--- src/verilog/pointer_settings.svh ---
////////////////////////////////////////
// Operand pointer widths and constants
////////////////////////////////////////
`ifndef POINTER_SETTINGS_SVH
`define POINTER_SETTINGS_SVH

// Width of one operand byte on the register board.
`define DATA_W 8

// Width of the effective address bus.
`define ADDR_W 16

// High byte forced in top-page mode.
`define TOP_PAGE 8'hff

`endif
--- src/verilog/pointerPkg.sv ---
////////////////////////////////////////
// Operand pointer types
////////////////////////////////////////
`include "pointer_settings.svh"

package pointerPkg;

    // Addressing modes. Encoding 3'd7 is unused and decodes as modeNone.
    typedef enum logic [2:0] {
        modeNone     = 3'd0,
        modePage0    = 3'd1,
        modeIndirect = 3'd2,
        modeTopPage  = 3'd3,
        modeAbsolute = 3'd4,
        modeOldPage  = 3'd5,
        modeOpHigh   = 3'd6
    } pointerMode_t;

    // Select lines of the ALU input multiplexer.
    typedef struct packed {
        logic opLow;         // OP into the low byte.
        logic indirectLow;   // Same path, indirect access.
        logic topPageLow;    // OP into the low byte, top page above.
        logic notOpOldPair;  // Active low. OP:OpOld as a full word.
        logic oldLow;        // OpOld into the low byte.
        logic opHigh;        // OP into the High operand.
    } paSelect_t;

    typedef struct packed {
        logic [`ADDR_W-1:0] addr;
        logic               carry;
        logic               indirect;
    } addrResult_t;

endpackage

--- src/verilog/pointerUnit.sv ---
////////////////////////////////////////
// Operand pointer unit
////////////////////////////////////////
`include "pointer_settings.svh"

module pointerUnit (
    input  logic                     clk,
    input  logic                     arstN,
    input  logic [`DATA_W-1:0]       opIn,
    input  logic                     opLoad,
    input  pointerPkg::pointerMode_t mode,
    input  logic [`DATA_W-1:0]       index,
    input  logic                     calc,
    output pointerPkg::addrResult_t  result,
    output logic                     addrValid
);

    import pointerPkg::*;

    logic [`DATA_W-1:0] notOp;
    logic [`DATA_W-1:0] notOpOld;
    paSelect_t          sel;
    logic [`ADDR_W-1:0] low;
    logic [`DATA_W-1:0] high;

    operandLatch uOperandLatch (
        .clk      (clk),
        .arstN    (arstN),
        .opIn     (opIn),
        .opLoad   (opLoad),
        .notOp    (notOp),
        .notOpOld (notOpOld)
    );

    addrModeDecode uAddrModeDecode (
        .mode (mode),
        .sel  (sel)
    );

    aluInputMux uAluInputMux (
        .notOp    (notOp),
        .notOpOld (notOpOld),
        .sel      (sel),
        .low      (low),
        .high     (high)
    );

    // The indirect select line doubles as the result's indirect flag.
    pointerAlu uPointerAlu (
        .clk       (clk),
        .arstN     (arstN),
        .low       (low),
        .high      (high),
        .index     (index),
        .topPage   (sel.topPageLow),
        .indirect  (sel.indirectLow),
        .calc      (calc),
        .result    (result),
        .addrValid (addrValid)
    );

endmodule

--- src/verilog/pointerAlu.sv ---
////////////////////////////////////////
// Effective address adder
////////////////////////////////////////
`include "pointer_settings.svh"

module pointerAlu (
    input  logic              clk,
    input  logic              arstN,
    input  logic [`ADDR_W-1:0] low,
    input  logic [`DATA_W-1:0] high,
    input  logic [`DATA_W-1:0] index,
    input  logic              topPage,
    input  logic              indirect,
    input  logic              calc,
    output pointerPkg::addrResult_t result,
    output logic              addrValid
);

    import pointerPkg::*;

    logic [`ADDR_W-1:0] lowEff;
    logic [`ADDR_W-1:0] highWord;
    logic [`ADDR_W:0]   sum;
    addrResult_t        nextResult;

    // Top-page mode replaces the upper byte of the Low operand.
    assign lowEff = topPage ? {`TOP_PAGE, low[`DATA_W-1:0]} : low;

    assign highWord = {high, index};

    // One extra bit catches the carry out of the address.
    assign sum = {1'b0, lowEff} + {1'b0, highWord};

    always_comb begin
        nextResult.addr     = sum[`ADDR_W-1:0];
        nextResult.carry    = sum[`ADDR_W];
        nextResult.indirect = indirect;
    end

    always_ff @(posedge clk or negedge arstN) begin
        if (!arstN) begin
            result    <= '0;
            addrValid <= 1'b0;
        end else begin
            addrValid <= calc; // High for the single cycle after calc.
            if (calc) begin
                result <= nextResult;
            end
        end
    end

endmodule

--- src/verilog/aluInputMux.sv ---
////////////////////////////////////////
// ALU input multiplexer
////////////////////////////////////////
`include "pointer_settings.svh"

module aluInputMux (
    input  logic [`DATA_W-1:0] notOp,
    input  logic [`DATA_W-1:0] notOpOld,
    input  pointerPkg::paSelect_t sel,
    output logic [`ADDR_W-1:0] low,
    output logic [`DATA_W-1:0] high
);

    logic              notOpLowGate;
    logic              notOldLowGate;
    logic              notOpHighGate;
    logic [`DATA_W-1:0] lowFromOp;
    logic [`DATA_W-1:0] lowFromOld;
    logic [`DATA_W-1:0] notLowByte;

    // Gates are built as NOR stages, as on the board.
    assign notOpLowGate  = ~(sel.opLow | sel.indirectLow | sel.topPageLow);
    assign notOldLowGate = ~(~sel.notOpOldPair | sel.oldLow);
    assign notOpHighGate = ~(sel.opHigh | sel.opHigh);

    // A NOR of an inverted byte with a low gate passes the true byte.
    assign lowFromOp  = ~(notOp | {`DATA_W{notOpLowGate}});
    assign lowFromOld = ~(notOpOld | {`DATA_W{notOldLowGate}});
    assign notLowByte = ~(lowFromOp | lowFromOld);

    assign low[`DATA_W-1:0]       = ~(notLowByte | notLowByte);
    assign low[`ADDR_W-1:`DATA_W] = ~(notOp | {`DATA_W{sel.notOpOldPair}}); // OP above OpOld.

    assign high = ~(notOp | {`DATA_W{notOpHighGate}});

endmodule

--- src/verilog/addrModeDecode.sv ---
////////////////////////////////////////
// Addressing mode decoder
////////////////////////////////////////
module addrModeDecode (
    input  pointerPkg::pointerMode_t mode,
    output pointerPkg::paSelect_t    sel
);

    import pointerPkg::*;

    // One select line per mode. The OP:OpOld pair is active low.
    always_comb begin
        sel              = '0;
        sel.notOpOldPair = 1'b1;
        case (mode)
            modePage0: begin
                sel.opLow = 1'b1;
            end
            modeIndirect: begin
                sel.indirectLow = 1'b1;
            end
            modeTopPage: begin
                sel.topPageLow = 1'b1;
            end
            modeAbsolute: begin
                sel.notOpOldPair = 1'b0;
            end
            modeOldPage: begin
                sel.oldLow = 1'b1;
            end
            modeOpHigh: begin
                sel.opHigh = 1'b1;
            end
            default: begin
                // modeNone and the spare encoding leave every line idle.
            end
        endcase
    end

endmodule

--- src/verilog/operandLatch.sv ---
////////////////////////////////////////
// Operand byte latch
////////////////////////////////////////
`include "pointer_settings.svh"

module operandLatch (
    input  logic              clk,
    input  logic              arstN,
    input  logic [`DATA_W-1:0] opIn,
    input  logic              opLoad,
    output logic [`DATA_W-1:0] notOp,
    output logic [`DATA_W-1:0] notOpOld
);

    logic [`DATA_W-1:0] op;
    logic [`DATA_W-1:0] opOld;

    // Each load shifts the current byte down into OpOld.
    always_ff @(posedge clk or negedge arstN) begin
        if (!arstN) begin
            op    <= '0;
            opOld <= '0;
        end else if (opLoad) begin
            opOld <= op;
            op    <= opIn;
        end
    end

    // The register board hands out inverted copies of both bytes.
    assign notOp    = ~op;
    assign notOpOld = ~opOld; // All ones after reset.

endmodule

--- config.mk ---
export PLATFORM = sky130hd
export DESIGN_NAME = pointerUnit
export DESIGN_NICKNAME = d
export VERILOG_FILES = /design/src/verilog/pointerPkg.sv /design/src/verilog/pointerUnit.sv /design/src/verilog/pointerAlu.sv /design/src/verilog/aluInputMux.sv /design/src/verilog/addrModeDecode.sv /design/src/verilog/operandLatch.sv
export VERILOG_INCLUDE_DIRS = /design/src /design/src/verilog
export SDC_FILE = /design/constraint.sdc
export NUM_CORES = 1
export LEC_CHECK = 0
export BUFFER_PORTS_ARGS = -buffer_cell sky130_fd_sc_hd__buf_2
export CAP_MARGIN = 10
export CELL_PAD_IN_SITES_DETAIL_PLACEMENT = 1
export CELL_PAD_IN_SITES_GLOBAL_PLACEMENT = 1
export CORE_MARGIN = 10
export CORE_UTILIZATION = 23
export DETAILED_ROUTE_END_ITERATION = 16
export PLACE_DENSITY_LB_ADDON = 0.1
export SETUP_SLACK_MARGIN = 0.2
export SLEW_MARGIN = 20
export SYNTH_ARGS = -nofsm -noshare
export SYNTH_HDL_FRONTEND = slang
export SYNTH_SLANG_ARGS = --single-unit
--- constraint.sdc ---
create_clock -name clk -period 3 [get_ports clk]
set_input_delay 0.3 -clock clk [delete_from_list [all_inputs] [get_ports clk]]
set_output_delay 0.3 -clock clk [all_outputs]
set_load 0.01 [all_outputs]
==> metrics.md, run 1 <==
| Metric | Value |
|---|---|
| Clock Tree Buf Depth | 2 |
| Fin cells | approximately 440 |
| Worst path slowest cell | fa_1 |
| Die X | 124 um |
| Io pins | 42 |
| Storage cell area | a little under 900 um2 |
| NumNets Final | ~350 |
| Total gr overflow | 0 |
| Worst Tran Pin Value | between 0.8 and 0.9 ns |
| Root Buffer | clkbuf_8 |
| TritonCTS Sinks | 35 |
| Synthesis-to-layout area growth | 17.9% |
| Via count | about 2.1k |
| Synthesized net count | roughly 310 |
| GPL Wtd Cong | slightly below 0.8 |
| Initial antenna violation count | 0 |
| Worst r2r path cells | 10 |
| Layout cells sized above 1 | 28.7% |
| Worst-path cell chain | nand2_1 -> o21ai_0 -> ha_1 -> inv_1 -> fa_1 -> nor2b_4 -> o21bai_2 -> a31oi_1 -> mux2_1 -> a221o_1 |
| Pre-CTS setup slack | 0.0992 ns |
| Drt drc | 0 |
| Final WL | 7570 um |
| Yosys top cell area share | a little over a third |
| Routed Antenna Nets | 0 |
| Yosys cell types | between 50 and 60 |
| Setup violators final | 0 |
| Vias in the first global route | around 2.3k |
| Ys flop type | dfrtp_1 |
| Clk_skew | 0.0171 ns |
| All-layer global routing usage | approximately a tenth |
| Die Footprint | ~15,000 um2 |
| #FFs+latches synth | 35 |
| CP bufs+invs | 1 |
| CTS H-tree lvls | 2 |
| Cell taking the most area after synthesis | dfrtp_1 |
| Kind of end point of the critical path | flip-flop |
| Most instantiated cells after synthesis | dfrtp_1 (35), nand2_1 (35), mux2_2 (22) |
| Starting DRT DRC Count | between 50 and 60 |
| Worst Path Required | 3.19 ns |
| Final setup margin | ~0.41 ns |
| Setup TNS | 0 ns |
| Synth warnings | 0 |
| Fillers | ~1.2k |
| Slew Viols, Final | 0 |
| DR vias/cell | ~4.8 |
| Hold Slack | between 0.08 and 0.09 ns |
| Sequential element share of the synthesized area | 35.2% |
| Slew headroom | between 40% and 50% |
| RSZ-0062 raised after global routing | no |
| Peak supply drop | 144 uV |
| Syn avg cell area | between 9 and 10 um2 |
| Final period util | a little under nine tenths |
| Post-DP HPWL | 6020 um |
| Count of buffers from port buffering | 41 |
| Leak | between 1 and 1.5 nW |
| Share of async-settable or async-resettable flops after synthesis | 100% |
| Min cycle time layout | roughly 2.6 ns |
| PwrDens | about 480 nW/um2 |
| Crit path depth | 10 |
| First-pass GRT wire length | between 10,000 and 15,000 um |
| Maxcap violations | 0 |
| Initial Util | a little under a quarter |
| Largest net degree at the start of global routing | 36 |
| Highest clock rate | roughly 0.39 GHz |
| Cell family with most CP delay | compound AO/OA/AOI/OAI gates |
| Final hold violation count | 0 |
| Synthesized area | 2480 um2 |
| Core ar. | 10,400 um2 |
| Clk Latency, worst-skew pair | about 0.3 ns |
| Worst Path Max Fanout | 4 |
| Die Ht | about 120 um |
| DP Cell Count | approximately 430 |
| Area of the multi-input gates | between 1500 and 2000 um2 |
| ANT cells | 0 |
| Cts bufs inserted | 5 |
| CTS tree | yes |
| Worst EP arrival | approximately 2.8 ns |
| CP Launch Type | flip-flop |
| Synth Instances | roughly 270 |
| Clk slew on worst S/H paths | ~0.09 ns |
| Post-synth EDFFs | 0 |
| WS Path Type | flip-flop to flip-flop |
| CP peak stage delay | ~0.45 ns |
| # rows | 37 |
| DR WL/cell | 17.1 um |
| Synth top area cells | dfrtp_1 (35%), mux2_2 (10%), ha_1 (8.1%) |
| Status | complete, no violations |
| Class of the worst hold path | input port to async pin |
| 1st-pass router iterations | 4 |
-- worst reg2reg max path: cells and delay by family, from the launching register on --
| kind | cells | cell delay, ns |
|---|---|---|
| simple gates | 2 | 0.25 |
| buf+inv | 1 | 0.07 |
| mux | 1 | 0.34 |
| fa+ha+maj | 2 | 0.68 |
| compound gates | 4 | 0.77 |
| flops | 1 | 0.40 |
-- area by class of cell --
type                       count  area share [%]
clock buffer                   8            3.42
timing repair buffer          46            8.28
tap                          136            5.81
inverter                       7           0.897
sequential                    35            29.9
multi-input combinational    211            51.7
-- registers in the layout, indices dropped and copies added (netlist names) --
| signal | cells |
|---|---|
| uPointerAlu.result | 18 |
| uOperandLatch.op | 8 |
| uOperandLatch.opOld | 8 |
| uPointerAlu.addrValid | 1 |
-- report_power, final --
part	leakage (nW)	switching (W)	internal (W)	total, W
logic	0.878	0.000231	0.000189	0.000419
clock network	0.0515	0.000190	0.000210	0.000400
registers	0.422	0.0000465	0.000548	0.000594
-- metal layers --
layer	part of all wire, %	track usage (%)	vias up
met5	0	0	-
met4	0.98	2.88	0
met3	3.7	2.13	6
met2	48	17.1	32
met1	47	13.3	1021
li1	-	-	1050
-- cell families after synthesis --
family / count (synthesis) / synth area share, %
compound gates: 72 / 20.6
xor+xnor: 5 / 1.76
fa+ha+maj: 17 / 8.86
buf+inv: 22 / 3.98
flops: 35 / 35.2
mux: 24 / 10.8
simple gates: 93 / 18.7
-- timing repair --
action,in CTS,in global routing
gates resized for setup,0,1
buffers inserted,0,1
hold buffers,0,0
setup endpoints to repair,0,1
endpoints found under the hold margin,0,0
-- per-stage QoR --
| step | util, % | area (um2) | power (W) |
|---|---|---|---|
| final | 28.1 | 2930 | 0.00141 |
| after global routing | 28.1 | 2930 | 0.00152 |
| after CTS | 28.0 | 2920 | 0.00145 |
| after detailed placement | 27.1 | 2820 | 0.00103 |
| after global placement | 27.1 | 2820 | 0.00103 |
| after floorplan | - | 2480 | 0.000872 |
-- final timing paths --
| path | from | end | slack, ns |
|---|---|---|---|
| setup / recovery | uOperandLatch.op[0] | uPointerAlu.result[12] | 0.41 |
| hold / removal | arstN | uPointerAlu.result[12] | 0.09 |
| setup reg to reg | uOperandLatch.op[0] | uPointerAlu.result[12] | 0.41 |
| hold reg to reg | uPointerAlu.result[0] | uPointerAlu.result[0] | 0.49 |
| max in group asynchronous | arstN | uPointerAlu.result[0] | 2.38 |
| min in group clk | opIn[2] | uOperandLatch.op[2] | 0.24 |
-- layout by cell type (no fill, tap or decap), types with 2 or more instances in the layout --
master	netlist	final
dfrtp_1	35	35
and2_1	9	9
a31o_1	2	2
nand3_1	10	10
mux2_2	22	22
o211ai_1	4	4
a21oi_2	4	4
clkbuf_8	0	7
buf_2	6	41
o2111ai_1	2	2
a21oi_1	11	11
inv_1	7	7
a31oi_1	2	2
a21boi_0	2	2
o21ai_1	2	2
a22oi_1	2	2
and3_1	4	4
o21ai_0	14	14
nand2_1	35	35
and3b_1	2	2
xnor2_1	5	5
or3_1	3	3
nor3_1	3	3
ha_1	16	16
nor2b_1	2	2
nand4_1	4	4
a21o_1	11	11
nor2_1	13	13
o21a_1	2	2
buf_4	0	5
Power figures use the tool's default switching activity.
==> inputs of run 2 (changes only) <==
ABC_AREA = 1   (was not set)
CORE_UTILIZATION = 35   (was 23)
==> metrics.md, run 2 <==
| Metric | Value |
|---|---|
| DR vias/cell | 4.77 (+0.27%) |
| Drt drc | 0 (unchanged) |
| Sequential element share of the synthesized area | 35.0% (-0.25 points) |
| All-layer global routing usage | 13.8% (+3.5 points) |
| Slew headroom | 44.6% (+1.7 points) |
| # rows | 30 (-19%) |
| Layout cells sized above 1 | 18.4% (-10 points) |
| #FFs+latches synth | 35 (unchanged) |
| Min cycle time layout | 2.11 ns (-0.472 ns) |
| Final WL | 7250 um (-4.3%) |
| DR WL/cell | 14.4 um (-16%) |
| Status | complete, no violations |
| TritonCTS Sinks | 35 (unchanged) |
| Initial Util | 36.4% (+13 points) |
| Most frequent cells in the layout | nand2_1 (125), inv_1 (58), buf_2 (41) |
| Final hold violation count | 0 (unchanged) |
| Setup violators final | 0 (unchanged) |
| Clk slew on worst S/H paths | 0.08 ns (about the same) |
| Clock Tree Buf Depth | 2 (unchanged) |
| Kind of end point of the critical path | flip-flop |
| Yosys cell types | 28 (-51%) |
| Most common cell in the netlist | nand2_1 |
| Clk Latency, worst-skew pair | 0.29 ns (about the same) |
| Peak supply drop | 166 uV (+15%) |
| Storage cell area | 876 um2 (unchanged) |
| WS Path Type | input port to flip-flop |
| Synth top area cells | dfrtp_1 (35%), nand2_1 (19%), inv_1 (8.7%) |
| Largest regs | uPointerAlu.result (18), uOperandLatch.opOld (8), uOperandLatch.op (8) |
| Most instantiated cells after synthesis | nand2_1 (125), inv_1 (58), dfrtp_1 (35) |
| Clk_skew | 0.00744 ns (-0.00968 ns) |
| Largest register FFs | 18 (unchanged) |
| Synthesis-to-layout area growth | 16.3% |
| Root Buffer | clkbuf_8 |
| CTS H-tree lvls | 2 (unchanged) |
| Routed Antenna Nets | 0 (unchanged) |
| Core ar. | 6870 um2 (-34%) |
| Setup TNS | 0 ns (unchanged) |
| GPL Wtd Cong | 0.809 (+2.7%) |
| Final period util | 70.5% (-16 points) |
| Ys flop type | dfrtp_1 |
| CTS Hold Bufs | 0 (unchanged) |
| Initial antenna violation count | 0 (unchanged) |
| Synthesized net count | 405 (+31%) |
| CP Launch Type | input port |
| Class of the worst hold path | input port to async pin |
| Worst Path Max Fanout | 8 (+4) |
| Die Ht | 105 um (-16%) |
| Leak | 1.66 nW (+23%) |
| Io pins | 42 (unchanged) |
| Worst R2R End | uPointerAlu.result[14] |
| Die Footprint | 10,900 um2 (-29%) |
| Most common library cell in the layout ignoring fill and taps | nand2_1 |
| Synthesized area | 2500 um2 (+0.70%) |
| Hold Slack | 0.100 ns (+0.0121 ns) |
| Largest net degree at the start of global routing | 36 (unchanged) |
| Worst r2r path cells | 13 (+3) |
| Vias in the first global route | 2,550 (+12%) |
| PwrDens | 464 nW/um2 (-3.8%) |
| Post-DP HPWL | 5900 um (-2.1%) |
| Cell taking the most area after synthesis | dfrtp_1 |
| Resized cells post-CTS | 0 (unchanged) |
| Area of the multi-input gates | 1360 um2 (-10%) |
| Post-CTS setup buffers | 0 (unchanged) |
| First-pass GRT wire length | 12,500 um (+1.1%) |
| Starting DRT DRC Count | 53 (-8.6%) |
| DP Cell Count | 495 (+14%) |
| Total power | 0.00135 W (-4.5%) |
| Total gr overflow | 0 (unchanged) |
| Synth warnings | 0 (unchanged) |
| RSZ-0062 raised after global routing | no |
| Worst Path Required | 3.18 ns (about the same) |
| CTS tree | yes |
| Pre-CTS setup slack | 0.589 ns (+0.490 ns) |
| ANT cells | 0 (unchanged) |
| Final setup margin | 0.886 ns (+0.472 ns) |
| NumNets Final | 446 (+29%) |
| Fillers | 939 (-24%) |
| Largest Register | uPointerAlu.result |
| 1st-pass router iterations | 4 (unchanged) |
| Count of buffers from port buffering | 41 (unchanged) |
| Maxcap violations | 0 (unchanged) |
| Yosys top cell area share | 35.0% (-0.25 points) |
| Worst Tran Pin Value | 0.831 ns (-0.0241 ns) |
| Die X | 105 um (-16%) |
| Worst r2r src | uOperandLatch.op[0] |
| Slew Viols, Final | 0 (unchanged) |
| Cts bufs inserted | 5 (unchanged) |
| Via count | 2,401 (+14%) |
| Highest clock rate | 0.473 GHz (+22%) |
| Share of async-settable or async-resettable flops after synthesis | 100% (unchanged) |
| Post-synth EDFFs | 0 (unchanged) |
| Worst EP arrival | 2.29 ns (-0.49 ns) |
| Syn avg cell area | 6.86 um2 (-26%) |
| R2r setup slk | 0.97 ns (+0.56 ns) |
| Fin cells | 503 (+14%) |
| Synth Instances | 365 (+36%) |
## run 2: report_power, final
group | leakage [nW] | switching (W) | internal [W]
Clock | 0.0581 | 0.000193 | 0.000248
Sequential | 0.437 | 0.0000258 | 0.000529
Combinational | 1.17 | 0.000227 | 0.000127
Total | 1.66 | 0.000446 | 0.000904
## run 2: cells by family after synthesis
logic type / after synthesis / synth area share [%]
simple gates: 194 / 34.4
buf+inv: 70 / 10.7
compound gates: 47 / 10.4
flops: 35 / 35.0
fa+ha+maj: 17 / 8.80
xor+xnor: 2 / 0.700
## run 2: worst max-delay path by stage
| stage | depth (start not counted) | startpoint | endpoint | slack, ns |
|---|---|---|---|---|
| 2_1_floorplan | 15 | mode[2] | uPointerAlu.result[14] | 0.95 |
| 3_3_place_gp | 15 | mode[2] | uPointerAlu.result[10] | 0.70 |
| 3_5_place_dp | 15 | mode[2] | uPointerAlu.result[14] | 0.59 |
| 4_1_cts | 15 | mode[2] | uPointerAlu.result[14] | 0.88 |
| 5_1_grt | 16 | mode[2] | uPointerAlu.result[1] | 0.69 |
| 6_report | 15 | mode[2] | uPointerAlu.result[14] | 0.89 |
## run 2: layout make-up
cell class              instances  share of cell area (%)
repair buffers                 41                    7.05
multi-input cells             260                    46.7
inverters                      63                    8.13
well taps                      96                    4.13
flip-flops and latches         35                    30.1
clock buffers                   5                    2.36
clock inverters                 3                    1.50
## run 2: critical path, stage by stage
cell and delay, ns:
buf_2 0.10, inv_1 0.06, or2_0 0.34, o22ai_1 0.18, ha_1 0.19, inv_1 0.06
fa_1 0.36, inv_1 0.12, nand3_1 0.10, nand3_2 0.11, nand3_1 0.11, nand3_1 0.09
nand2_1 0.06, nand3_1 0.08, nand2_1 0.05
## run 2: per-layer routing
layer / up-vias / GRT usage (%) / wire length (um)
met3: 7 / 3.07 / 268
met2: 32 / 23.8 / 3490
met1: 1138 / 16.9 / 3420
met5: - / 0 / 0
met4: 0 / 3.48 / 74
li1: 1224 / - / -
## run 2: metrics by stage
step	area, um2	utilization [%]
5_1_grt	2910	42.4
4_1_cts	2910	42.4
3_3_place_gp	2800	40.7
6_report	2910	42.4
2_1_floorplan	2500	-
3_5_place_dp	2800	40.7
